<file path="src/logic/md_pkg.sv">
package md_pkg;

	// ~~~~~~~~~~~~~~~~~~~~~~~~~~~~~~~~~~~~~~~~~~~~~~~~~~
	// operator encoding, code 1 is reserved
	// ~~~~~~~~~~~~~~~~~~~~~~~~~~~~~~~~~~~~~~~~~~~~~~~~~~
	typedef enum logic [1:0] {
		MD_OP_MULL = 2'd0,  // low word of product
		MD_OP_DIV  = 2'd2,  // quotient
		MD_OP_REM  = 2'd3   // remainder
	} md_op_e;

	// ~~~~~~~~~~~~~~~~~~~~~~~~~~~~~~~~~~~~~~~~~~~~~~~~~~
	// sequencer states
	// ~~~~~~~~~~~~~~~~~~~~~~~~~~~~~~~~~~~~~~~~~~~~~~~~~~
	typedef enum logic [2:0] {
		MD_IDLE        = 3'd0,
		MD_INIT        = 3'd1,  // load operands into the datapath
		MD_ABS_A       = 3'd2,
		MD_ABS_B       = 3'd3,
		MD_COMP        = 3'd4,  // one result bit per cycle
		MD_LAST        = 3'd5,
		MD_CHANGE_SIGN = 3'd6,
		MD_FINISH      = 3'd7
	} md_state_e;

	localparam int MD_WIDTH_DEF = 32;  // default operand width

endpackage

</file>
<file path="src/logic/md_ctrl.sv">
`timescale 1ns/1ps

module md_ctrl import md_pkg::*; #(
	parameter int WIDTH = MD_WIDTH_DEF
) (
	input  logic                     clk_i,
	input  logic                     rst_ni,
	input  logic                     start_i,
	input  md_op_e                   operator_i,
	input  md_op_e                   op_latched_i,
	input  logic                     div_zero_i,
	output logic                     accept_o,
	output md_state_e                state_o,
	output logic [$clog2(WIDTH)-1:0] count_o,
	output logic                     valid_o,
	output logic                     busy_o
);

	localparam int CW = $clog2(WIDTH);

	md_state_e        state_q;
	md_state_e        state_d;
	logic [CW-1:0]    count_q;
	logic [CW-1:0]    count_d;
	logic             is_mul;

	assign is_mul   = (op_latched_i == MD_OP_MULL);
	assign accept_o = start_i && (state_q == MD_IDLE) && (operator_i != md_op_e'(2'b01));

	// ~~~~~~~~~~~~~~~~~~~~~~~~~~~~~~~~~~~~~~~~~~~~~~~~~~
	// next state and iteration counter
	// ~~~~~~~~~~~~~~~~~~~~~~~~~~~~~~~~~~~~~~~~~~~~~~~~~~
	always_comb begin
		state_d = state_q;
		count_d = count_q;
		case (state_q)
			MD_IDLE: begin
				if (accept_o) begin
					state_d = MD_INIT;
				end
			end
			MD_INIT: begin
				count_d = CW'(WIDTH - 1);
				if (is_mul) begin
					state_d = MD_COMP;
				end else if (div_zero_i) begin
					state_d = MD_FINISH;  // result already loaded
				end else begin
					state_d = MD_ABS_A;
				end
			end
			MD_ABS_A:       state_d = MD_ABS_B;
			MD_ABS_B:       state_d = MD_COMP;
			MD_COMP: begin
				count_d = count_q - CW'(1);
				if (count_q == CW'(1)) begin
					state_d = MD_LAST;
				end
			end
			MD_LAST:        state_d = is_mul ? MD_IDLE : MD_CHANGE_SIGN;
			MD_CHANGE_SIGN: state_d = MD_FINISH;
			default:        state_d = MD_IDLE;
		endcase
	end

	always_ff @(posedge clk_i or negedge rst_ni) begin
		if (!rst_ni) begin
			state_q <= MD_IDLE;
			count_q <= '0;
		end else begin
			state_q <= state_d;
			count_q <= count_d;
		end
	end

	assign state_o = state_q;
	assign count_o = count_q;
	assign busy_o  = (state_q != MD_IDLE);
	assign valid_o = (state_q == MD_FINISH) || ((state_q == MD_LAST) && is_mul);

endmodule

</file>
<file path="src/logic/md_datapath.sv">
`timescale 1ns/1ps

module md_datapath import md_pkg::*; #(
	parameter int WIDTH = MD_WIDTH_DEF
) (
	input  logic                     clk_i,
	input  logic                     rst_ni,
	input  md_state_e                state_i,
	input  logic [$clog2(WIDTH)-1:0] count_i,
	input  md_op_e                   operator_i,
	input  logic [WIDTH-1:0]         op_a_i,
	input  logic [WIDTH-1:0]         op_b_i,
	input  logic                     sign_a_i,
	input  logic                     sign_b_i,
	output logic [WIDTH-1:0]         result_o
);

	localparam int CW = $clog2(WIDTH);

	logic [WIDTH:0]   accum_q;
	logic [WIDTH:0]   accum_d;
	logic [WIDTH:0]   op_a_shift_q;  // multiplicand, or quotient while dividing
	logic [WIDTH:0]   op_a_shift_d;
	logic [WIDTH:0]   op_b_shift_q;  // multiplier, or divisor magnitude
	logic [WIDTH:0]   op_b_shift_d;
	logic [WIDTH-1:0] numerator_q;
	logic [WIDTH-1:0] numerator_d;

	logic [WIDTH:0]   adder_a;
	logic [WIDTH:0]   adder_b;
	logic             adder_cin;
	logic [WIDTH+1:0] adder_sum;

	logic             is_mul;
	logic             neg_result;
	logic             is_greater_equal;
	logic [WIDTH:0]   op_a_ext;
	logic [WIDTH:0]   op_b_ext;
	logic [WIDTH:0]   pp;
	logic [WIDTH:0]   one_shift;
	logic [WIDTH:0]   next_quotient;
	logic [WIDTH-1:0] next_remainder;
	logic [CW-1:0]    count_m1;

	assign is_mul   = (operator_i == MD_OP_MULL);
	assign op_a_ext = {sign_a_i, op_a_i};
	assign op_b_ext = {sign_b_i, op_b_i};
	assign count_m1 = count_i - CW'(1);

	// current partial product
	assign pp = op_a_shift_q & {(WIDTH+1){op_b_shift_q[0]}};

	// ~~~~~~~~~~~~~~~~~~~~~~~~~~~~~~~~~~~~~~~~~~~~~~~~~~
	// adder and operand selection
	// ~~~~~~~~~~~~~~~~~~~~~~~~~~~~~~~~~~~~~~~~~~~~~~~~~~
	always_comb begin
		adder_a   = accum_q;
		adder_b   = pp;
		adder_cin = 1'b0;
		if (!is_mul) begin
			adder_cin = 1'b1;  // two's complement forms below
			case (state_i)
				MD_ABS_A: begin
					adder_a = '0;
					adder_b = ~{1'b0, op_a_i};
				end
				MD_ABS_B: begin
					adder_a = '0;
					adder_b = ~{1'b0, op_b_i};
				end
				MD_CHANGE_SIGN: begin
					adder_a = '0;
					adder_b = ~{1'b0, accum_q[WIDTH-1:0]};
				end
				default: begin
					adder_b = ~{1'b0, op_b_shift_q[WIDTH-1:0]};  // remainder minus divisor
				end
			endcase
		end
	end

	assign adder_sum = {1'b0, adder_a} + {1'b0, adder_b} + {{(WIDTH+1){1'b0}}, adder_cin};

	// carry out means no borrow
	assign is_greater_equal = adder_sum[WIDTH+1];
	assign one_shift        = {{WIDTH{1'b0}}, 1'b1} << count_i;
	assign next_remainder   = is_greater_equal ? adder_sum[WIDTH-1:0] : accum_q[WIDTH-1:0];
	assign next_quotient    = is_greater_equal ? (op_a_shift_q | one_shift) : op_a_shift_q;
	assign neg_result       = (operator_i == MD_OP_DIV) ? (sign_a_i ^ sign_b_i) : sign_a_i;

	// ~~~~~~~~~~~~~~~~~~~~~~~~~~~~~~~~~~~~~~~~~~~~~~~~~~
	// register updates per state
	// ~~~~~~~~~~~~~~~~~~~~~~~~~~~~~~~~~~~~~~~~~~~~~~~~~~
	always_comb begin
		accum_d      = accum_q;
		op_a_shift_d = op_a_shift_q;
		op_b_shift_d = op_b_shift_q;
		numerator_d  = numerator_q;
		case (state_i)
			MD_INIT: begin
				case (operator_i)
					MD_OP_MULL: begin
						op_a_shift_d = op_a_ext << 1;
						op_b_shift_d = op_b_ext >> 1;
						accum_d      = op_a_ext & {(WIDTH+1){op_b_i[0]}};
					end
					MD_OP_DIV: accum_d = '1;  // zero divisor result
					default:   accum_d = op_a_ext;
				endcase
			end
			MD_ABS_A: begin
				op_a_shift_d = '0;
				numerator_d  = sign_a_i ? adder_sum[WIDTH-1:0] : op_a_i;
			end
			MD_ABS_B: begin
				accum_d      = {{WIDTH{1'b0}}, numerator_q[WIDTH-1]};
				op_b_shift_d = {1'b0, (sign_b_i ? adder_sum[WIDTH-1:0] : op_b_i)};
			end
			MD_COMP: begin
				if (is_mul) begin
					accum_d      = adder_sum[WIDTH:0];
					op_a_shift_d = op_a_shift_q << 1;
					op_b_shift_d = op_b_shift_q >> 1;
				end else begin
					accum_d      = {next_remainder, numerator_q[count_m1]};  // bring down next bit
					op_a_shift_d = next_quotient;
				end
			end
			MD_LAST: begin
				if (is_mul) begin
					accum_d = adder_sum[WIDTH:0];
				end else if (operator_i == MD_OP_DIV) begin
					accum_d = next_quotient;
				end else begin
					accum_d = {1'b0, next_remainder};
				end
			end
			MD_CHANGE_SIGN: begin
				if (neg_result) begin
					accum_d = adder_sum[WIDTH:0];
				end
			end
			default: ;
		endcase
	end

	always_ff @(posedge clk_i or negedge rst_ni) begin
		if (!rst_ni) begin
			accum_q <= '0;
		end else begin
			accum_q <= accum_d;
		end
	end

	always_ff @(posedge clk_i) begin
		op_a_shift_q <= op_a_shift_d;
		op_b_shift_q <= op_b_shift_d;
		numerator_q  <= numerator_d;
	end

	assign result_o = accum_q[WIDTH-1:0];

endmodule

</file>
<file path="src/logic/md_op_regs.sv">
`timescale 1ns/1ps

module md_op_regs import md_pkg::*; #(
	parameter int WIDTH = MD_WIDTH_DEF
) (
	input  logic             clk_i,
	input  logic             rst_ni,
	input  logic             load_i,
	input  md_op_e           operator_i,
	input  logic [1:0]       signed_mode_i,
	input  logic [WIDTH-1:0] op_a_i,
	input  logic [WIDTH-1:0] op_b_i,
	output md_op_e           operator_o,
	output logic [WIDTH-1:0] op_a_o,
	output logic [WIDTH-1:0] op_b_o,
	output logic             sign_a_o,
	output logic             sign_b_o,
	output logic             div_zero_o
);

	md_op_e           operator_q;
	logic             sign_a_q;
	logic             sign_b_q;
	logic             div_zero_q;
	logic [WIDTH-1:0] op_a_q;
	logic [WIDTH-1:0] op_b_q;

	// configuration of the running operation
	always_ff @(posedge clk_i or negedge rst_ni) begin
		if (!rst_ni) begin
			operator_q <= MD_OP_MULL;
			sign_a_q   <= 1'b0;
			sign_b_q   <= 1'b0;
			div_zero_q <= 1'b0;
		end else if (load_i) begin
			operator_q <= operator_i;
			sign_a_q   <= op_a_i[WIDTH-1] & signed_mode_i[0];  // negative only if signed
			sign_b_q   <= op_b_i[WIDTH-1] & signed_mode_i[1];
			div_zero_q <= (op_b_i == '0);
		end
	end

	always_ff @(posedge clk_i) begin
		if (load_i) begin
			op_a_q <= op_a_i;
			op_b_q <= op_b_i;
		end
	end

	assign operator_o = operator_q;
	assign op_a_o     = op_a_q;
	assign op_b_o     = op_b_q;
	assign sign_a_o   = sign_a_q;
	assign sign_b_o   = sign_b_q;
	assign div_zero_o = div_zero_q;

endmodule

</file>
<file path="src/logic/md_serial_unit.sv">
`timescale 1ns/1ps

module md_serial_unit import md_pkg::*; #(
	parameter int WIDTH = MD_WIDTH_DEF
) (
	input  logic             clk_i,
	input  logic             rst_ni,
	input  logic             start_i,
	input  md_op_e           operator_i,
	input  logic [1:0]       signed_mode_i,
	input  logic [WIDTH-1:0] op_a_i,
	input  logic [WIDTH-1:0] op_b_i,
	output logic [WIDTH-1:0] result_o,
	output logic             valid_o,
	output logic             busy_o
);

	localparam int CW = $clog2(WIDTH);

	logic             accept;
	md_op_e           operator_q;
	logic [WIDTH-1:0] op_a_q;
	logic [WIDTH-1:0] op_b_q;
	logic             sign_a;
	logic             sign_b;
	logic             div_zero;
	md_state_e        state;
	logic [CW-1:0]    count;

	md_op_regs #(.WIDTH(WIDTH)) md_op_regs_inst (
		.clk_i         (clk_i),
		.rst_ni        (rst_ni),
		.load_i        (accept),
		.operator_i    (operator_i),
		.signed_mode_i (signed_mode_i),
		.op_a_i        (op_a_i),
		.op_b_i        (op_b_i),
		.operator_o    (operator_q),
		.op_a_o        (op_a_q),
		.op_b_o        (op_b_q),
		.sign_a_o      (sign_a),
		.sign_b_o      (sign_b),
		.div_zero_o    (div_zero)
	);

	md_ctrl #(.WIDTH(WIDTH)) md_ctrl_inst (
		.clk_i        (clk_i),
		.rst_ni       (rst_ni),
		.start_i      (start_i),
		.operator_i   (operator_i),  // raw code, reserved one refused
		.op_latched_i (operator_q),
		.div_zero_i   (div_zero),
		.accept_o     (accept),
		.state_o      (state),
		.count_o      (count),
		.valid_o      (valid_o),
		.busy_o       (busy_o)
	);

	md_datapath #(.WIDTH(WIDTH)) md_datapath_inst (
		.clk_i      (clk_i),
		.rst_ni     (rst_ni),
		.state_i    (state),
		.count_i    (count),
		.operator_i (operator_q),
		.op_a_i     (op_a_q),
		.op_b_i     (op_b_q),
		.sign_a_i   (sign_a),
		.sign_b_i   (sign_b),
		.result_o   (result_o)
	);

endmodule

</file>
<file path="config.mk">
export PLATFORM = sky130hd
export DESIGN_NAME = md_serial_unit
export DESIGN_NICKNAME = d
export VERILOG_FILES = /design/src/logic/md_pkg.sv /design/src/logic/md_ctrl.sv /design/src/logic/md_datapath.sv /design/src/logic/md_op_regs.sv /design/src/logic/md_serial_unit.sv
export SDC_FILE = /design/constraint.sdc
export NUM_CORES = 1
export LEC_CHECK = 0
export BUFFER_PORTS_ARGS = -buffer_cell sky130_fd_sc_hd__buf_2
export CORE_MARGIN = 5
export CORE_UTILIZATION = 40
export DETAILED_ROUTE_END_ITERATION = 10
export PLACE_DENSITY_LB_ADDON = 0.05
export SKIP_CTS_REPAIR_TIMING = 1
export SLEW_MARGIN = 10
export SYNTH_ARGS = -nofsm -noshare
export SYNTH_HDL_FRONTEND = slang
export SYNTH_SLANG_ARGS = --single-unit
export TNS_END_PERCENT = 100
</file>
<file path="constraint.sdc">
create_clock -name clk_i -period 5.05 [get_ports clk_i]
set_input_delay 0.2525 -clock clk_i [delete_from_list [all_inputs] [get_ports clk_i]]
set_output_delay 0.2525 -clock clk_i [all_outputs]
set_load 0.05 [all_outputs]
</file>
Word-level counts from Yosys, hierarchy flattened
Index checks and enable logic that the tools add are counted.
W data, S select, Z words.
{"block": "totals", "register_bits": 208, "latchBits": 0, "ram_bits": 0, "mem_bits_ro": 0, "in_bits": 71, "out_inout_bits": 34, "elab_cells": 90, "mem_count": 0}
{"block": "op_classes", "add_sub_neg": 3, "n_mul": 0, "n_div": 0, "magnitude_cmp": 1, "eq_ne": 15, "n_shift": 1, "mux": 31, "bitwise": 10, "n_reduce_logical": 17}
{"operator": "$mux W33", "count": 12}
{"operator": "$pmux W33 S3", "count": 3}
{"operator": "$pmux W33 S5", "count": 1}
{"operator": "$not A32 Y33", "count": 4}
{"operator": "$mux W32", "count": 3}
{"operator": "$and A33 B33 Y33", "count": 2}
{"operator": "$pmux W33 S2", "count": 1}
{"operator": "$add A33 B33 Y34", "count": 1}
{"operator": "$add A34 B1 Y34", "count": 1}
{"operator": "$or A33 B33 Y33", "count": 1}
{"operator": "$shl A1 B5 Y33 const A", "count": 1}
{"operator": "$logic_not A32 Y1", "count": 1}
{"operator": "$pmux W3 S7", "count": 1}
{"operator": "$mux W3", "count": 5}
{"operator": "$eq A3 B3 Y1 const B", "count": 4}
{"operator": "$ne A2 B1 Y1 const B", "count": 5}
{"operator": "$pmux W5 S2", "count": 1}
{"operator": "$reduce_bool A3 Y1", "count": 3}
{"operator": "$eq A3 B2 Y1 const B", "count": 2}
{"operator": "$lt A5 B6 Y1 const B", "count": 1}
{"operator": "$reduce_and A2 Y1", "count": 3}
{"operator": "$bmux W1 S5", "count": 1}
{"operator": "$eq A5 B1 Y1 const B", "count": 1}
{"operator": "$reduce_bool A5 Y1", "count": 1}
{"operator": "14 further kinds", "count": 19}

Depth between registers and ports, before layout
{"block": "depth", "word_depth": 10, "depth_mapped": 22, "mapped_depth_nobuf": 18}

Hierarchy
A second synthesis with hierarchy kept.
{"block": "hier_totals", "cells_unflattened": 1698, "area_unflattened_um2": 15453.6}
{"module": "md_datapath", "n_inst": 1, "cells_per_inst": 1550, "area_each_um2": 12728.5, "seq_area_each_um2": 3738.6}
{"module": "md_op_regs", "n_inst": 1, "cells_per_inst": 91, "area_each_um2": 2210.9, "seq_area_each_um2": 2047.0}
{"module": "md_ctrl", "n_inst": 1, "cells_per_inst": 57, "area_each_um2": 514.2, "seq_area_each_um2": 200.2}

Least setup slack after synthesis
Ideal clock, no wire load.
{"block": "synth_path", "path_type": "register -> register", "startpoint": "register md_op_regs_inst.operator_q[1] (netlist: md_op_regs_inst.operator_o[1])", "endpoint": "register md_datapath_inst.accum_q[24]", "setup_ps": 104, "arrival_time_ps": 4638, "required_ps": 4946, "slack_ps": 308, "stages_incl_launch_ff": 19, "path_buffers": 3, "synth_period_minus_slack_ps": 4742, "cell_sequence": "dfrtp_1 -> nor2_1 -> clkbuf_1 -> clkbuf_1 -> buf_1 -> a221oi_1 -> a31o_2 -> fa_1 -> fa_1 -> a21oi_1 -> o22ai_1 -> o31ai_1 -> o21ai_2 -> a31oi_1 -> o21ai_0 -> xor2_1 -> nand3_1 -> a21o_1 -> a221oi_1"}
{"block": "synth_via", "elab_chain_cells": 8, "word_cells_on_any_way": 18, "classes_between": "add/sub: 2; eq/ne: 2; mux: 12; reduce/logical: 2"}
{"item": "start: declaration", "line_no": "md_op_regs.sv:21", "source": "md_op_e operator_q;"}
{"item": "start signal: assignment", "line_no": "md_op_regs.sv:36", "source": "operator_q <= operator_i;"}
{"item": "$logic_not A2 Y1", "line_no": "md_datapath.sv:45, md_datapath.sv:101"}
{"item": "$mux W33", "line_no": "md_datapath.sv:60", "source": "if (!is_mul) begin"}
{"item": "$add A33 B33 Y34", "line_no": "md_datapath.sv:82", "source": "assign adder_sum = {1'b0, adder_a} + {1'b0, adder_b} + {{(WIDTH+1){1'b0}}, adder_cin};"}
{"item": "$add A34 B1 Y34", "line_no": "md_datapath.sv:82"}
{"item": "$mux W32 or $mux W33 (tied branches)", "line_no": "md_datapath.sv:87, md_datapath.sv:88"}
{"item": "$mux W33", "line_no": "md_datapath.sv:132", "source": "end else if (operator_i == MD_OP_DIV) begin"}
{"item": "$mux W33", "line_no": "md_datapath.sv:130", "source": "if (is_mul) begin"}
{"item": "$pmux W33 S5", "line_no": "md_datapath.sv:99", "source": "case (state_i)"}
{"item": "end signal: assignment", "line_no": "md_datapath.sv:151", "source": "accum_q <= accum_d;"}
{"item": "end: declaration", "line_no": "md_datapath.sv:20", "source": "logic [WIDTH:0] accum_q;"}
Several ways; a longest one is shown, not always the timed one. The select of a mux whose other input is x is not followed.
A chain may end at the register's enable or synchronous reset.

Worst setup path after layout
{"block": "layout_path", "startpoint": "register md_ctrl_inst.state_q[2] (netlist: md_ctrl_inst.state_o[2])", "endpoint": "register md_datapath_inst.accum_q[24]"}
{"block": "layout_via", "elab_chain_cells": 10, "word_cells_on_any_way": 23, "classes_between": "add/sub: 2; eq/ne: 7; mux: 11; reduce/logical: 3"}
{"item": "start: declaration", "line_no": "md_ctrl.sv:21", "source": "md_state_e state_q;"}
{"item": "start signal: assignment", "line_no": "md_ctrl.sv:71", "source": "state_q <= state_d;"}
{"item": "$eq A3 B2 Y1 (tied with other cells)", "line_no": "md_datapath.sv:62", "source": "case (state_i)"}
{"item": "$reduce_or A3 Y1 (no source line)"}
{"item": "$mux W33", "line_no": "md_datapath.sv:62"}
{"item": "$mux W33", "line_no": "md_datapath.sv:60"}
{"item": "$add A33 B33 Y34", "line_no": "md_datapath.sv:82"}
{"item": "$add A34 B1 Y34", "line_no": "md_datapath.sv:82"}
{"item": "$mux W32 or $mux W33 (tied branches)", "line_no": "md_datapath.sv:87, md_datapath.sv:88"}
{"item": "$mux W33", "line_no": "md_datapath.sv:132"}
{"item": "$mux W33", "line_no": "md_datapath.sv:130"}
{"item": "$pmux W33 S5", "line_no": "md_datapath.sv:99"}
Several ways; a longest one is shown, not always the timed one. The select of a mux whose other input is x is not followed.

==> summary.md <==
| Metric | Value |
|---|---|
| Layout area overhead | `18.6%` |
| CP max FO | `25` |
| Post-synthesis compound-gate area fraction | `26.5%` |
| Post-synth EDFFs | `161` |
| Die X | `203 um` |
| Routed wire length | `68300 um` |
| Vias per inst | `6.60` |
| Outcome | `finished, violations left` |
| Crit path largest cell delay | `0.46 ns` |
| Clk buf depth | `3` |
| Adder-Cell Fraction of Synth Area | `3.47%` |
| Vias in the first global route | `14000` |
| Yosys warning count | `0` |
| Most used DFF post-synth | `edfxtp_1` |
| Syn Area/Cell | `9.31 um2` |
| Synth Area in XOR/XNOR | `2.12%` |
| Max Cap Viol | `0` |
| Starting Density | `40.6%` |
| Synth cell types | `76` |
| DR vias | `14600` |
| CTS tree | `built` |
| Fin crit period | `4.88 ns` |
| Drt first-iter violations | `1626` |
| Number of routed nets with antenna violations | `0` |
| Util after Layout | `48.1%` |
| Mapped cell area | `14900 um2` |
| DR DRC count | `0` |
| ANT cells | `0` |
| Synthesis-stage register bit count | `207` |
| Fmax | `205 MHz` |
| Final hold violation count | `2` |
| Die Y-Extent | `203 um` |
| Final setup fails | `0` |
| Gpl congestion | `1.03` |
| Final Max Slew Viols | `0` |
| Mux contribution to synthesized area | `9.19%` |
| Core Area | `36600 um2` |
| Gr usage total | `31.5%` |
| Sequential share of the synthesized area | `40.3%` |
| Crit-path slowest cell | `fa_1` |
| DP Worst Slack | `0.0291 ns` |
| HP Class | `input port to flip-flop` |
| Worst Path Arrival | `5.34 ns` |
| Worst path required time | `5.51 ns` |
| Crit Path Category | `flip-flop to flip-flop` |
| Relative slew slack | `22.4%` |
| Failing checks | `hold timing` |
| Crit end category | `flip-flop` |
| FILL cells | `3537` |
| Yosys top cell area share | `32.5%` |
| Initial antenna violation count | `0` |
| Ranking of synthesized cells by area | `edfxtp_1 (33%), dfrtp_1 (7.7%), o21ai_0 (5.7%), mux2i_1 (5.3%), nand2_1 (4.5%)` |
| Top-count cell post-synth | `nand2_1` |
| Fraction of layout cells with a size suffix above 1 | `19.8%` |
| Post-Route Skew | `0.0226 ns` |
| Syn nets | `1707` |
| Post-route clock period utilization | `96.7%` |
| Largest net degree at the start of global routing | `61` |
| Hold_ws | `-0.0328 ns` |
| Final worst setup slack | `0.167 ns` |
| Boundary Pins | `105` |
| Most common library cells after synthesis | `nand2_1 (179), o21ai_0 (169), edfxtp_1 (161), a21oi_1 (133), nor2_1 (96)` |
| Layout net count | `1842` |
| Global route overflow | `0` |
| Async S/R FF share, synth | `22.2%` |
| Synth Area in Simple Gates | `13.0%` |
| Clock-pin slew on the worst setup and hold paths | `0.06 ns` |
| Die ar. | `41100 um2` |
| Post-synthesis instance total | `1596` |
| Crit-path cells | `buf_12, nand2_2, nand2_4, buf_12, a221oi_1, a31o_2, fa_1, fa_2, a21oi_2, o22ai_1, o31ai_1, buf_4, o21ai_2, a31oi_1, buf_4, o21ai_0, xor2_1, nand3_1, a21o_1, a221oi_1` |
| Detailed Routing Iterations Pass 1 | `6` |
| Row cnt | `70` |
| Clk sinks | `207` |
| CTS H-tree lvls | `1` |
| Leading area contributor after synthesis | `edfxtp_1` |
| Number of CTS-inserted buffers | `26` |
| Root Buffer | `clkbuf_16` |
| Largest family of logic cells by synthesized area | `compound AO/OA/AOI/OAI gates` |
| Hpwl dp | `46100 um` |
| Clk_lat worst skew | `0.58 ns` |
| Wire per inst | `30.8 um` |
| IO Port Bufs | `104` |
| CP Launch Type | `flip-flop` |
| Global-route wire length before repair | `97000 um` |
| Slew @ Worst Pin | `1.16 ns` |
path summary, 6_finish.rpt:
| path | to | slack, ns | cells past startpoint | startpoint |
|---|---|---|---|---|
| hold / removal | md_op_regs_inst.operator_o[1]$_DFFE_PN0P_ | -0.03 | 3 | operator_i[1] |
| setup / recovery | md_datapath_inst.accum_q[24]$_DFFE_PN0P_ | 0.17 | 20 | md_ctrl_inst.state_o[2]$_DFFE_PN0P_ |
| min in group asynchronous | md_datapath_inst.accum_q[22]$_DFFE_PN0P_ | 0.42 | 3 | rst_ni |
| setup reg to reg | md_datapath_inst.accum_q[24]$_DFFE_PN0P_ | 0.17 | 20 | md_ctrl_inst.state_o[2]$_DFFE_PN0P_ |
| max in group asynchronous | md_op_regs_inst.sign_b_o$_DFFE_PN0P_ | 3.99 | 3 | rst_ni |
| hold reg to reg | md_datapath_inst.op_b_shift_q[0]$_DFFE_PP_ | 0.59 | 1 | md_datapath_inst.op_b_shift_q[1]$_DFFE_PP_ |
critical path, delay by kind of cell (launching register included):
family	cells	cell delay (ns)
compound gates	10	1.85
fa+ha+maj	2	0.90
xor+xnor	1	0.32
buf+inv	4	0.81
simple gates	3	0.42
flops	1	0.45
metrics by stage:
stage                     hold WS (ns)  TNS (ns)  std cells  instance area [um2]
after CTS                       -0.170         0       2148                16900
after global routing           0.00825  -0.00503       2219                17600
final                          -0.0328         0       2219                17600
after global placement           0.430         0       2100                16000
after detailed placement         0.431         0       2100                16000
after floorplan                -0.0431         0       1596                14900
per-layer routing:
metal  up-vias  GRT usage, %  wire length (um)
met5         -             0                 0
met4         0          15.0              4010
met3       181          5.30              5280
met2       833          51.0             31600
met1      7268          41.2             27400
li1       6360             -                 -
cell type report:
type                    instances  area, um2  area share [%]
well taps                     468        586            3.32
flip-flops and latches        207       5990            34.0
repair buffers                263       2000            11.4
clock inverters                15        116           0.660
inverters                      21       78.8           0.447
clock buffers                  33        697            3.96
multi-input cells            1212       8150            46.2
cell usage in the layout (no fill, tap or decap), drive strengths merged, types with 32 or more instances in the layout:
master	netlist	routed
o21ai	175	175
nor2	96	96
mux2i	79	79
clkbuf	92	35
a221oi	58	58
buf	64	194
a21oi	137	137
dlygate4sd3	0	67
dfrtp	46	46
edfxtp	161	161
ha	38	38
nand2	179	179
and2	39	39
a31o	32	32
registers in the layout (all words and copies together) (netlist names), 2 cells and up:
name / flops
md_op_regs_inst.operator_o: 2
md_ctrl_inst.count_o: 5
md_datapath_inst.numerator_q: 32
md_op_regs_inst.op_a_o: 32
md_ctrl_inst.state_o: 3
md_datapath_inst.op_b_shift_q: 32
md_datapath_inst.accum_q: 33
md_datapath_inst.op_a_shift_q: 33
md_op_regs_inst.op_b_o: 32
cell families after synthesis:
family	Yosys count
compound gates	595
xor+xnor	36
fa+ha+maj	40
buf+inv	177
flops	207
mux	120
simple gates	421
Power is left out: the tool's default activity adds up to more than one toggle a clock period on the data nets, which glitch-free logic cannot reach.
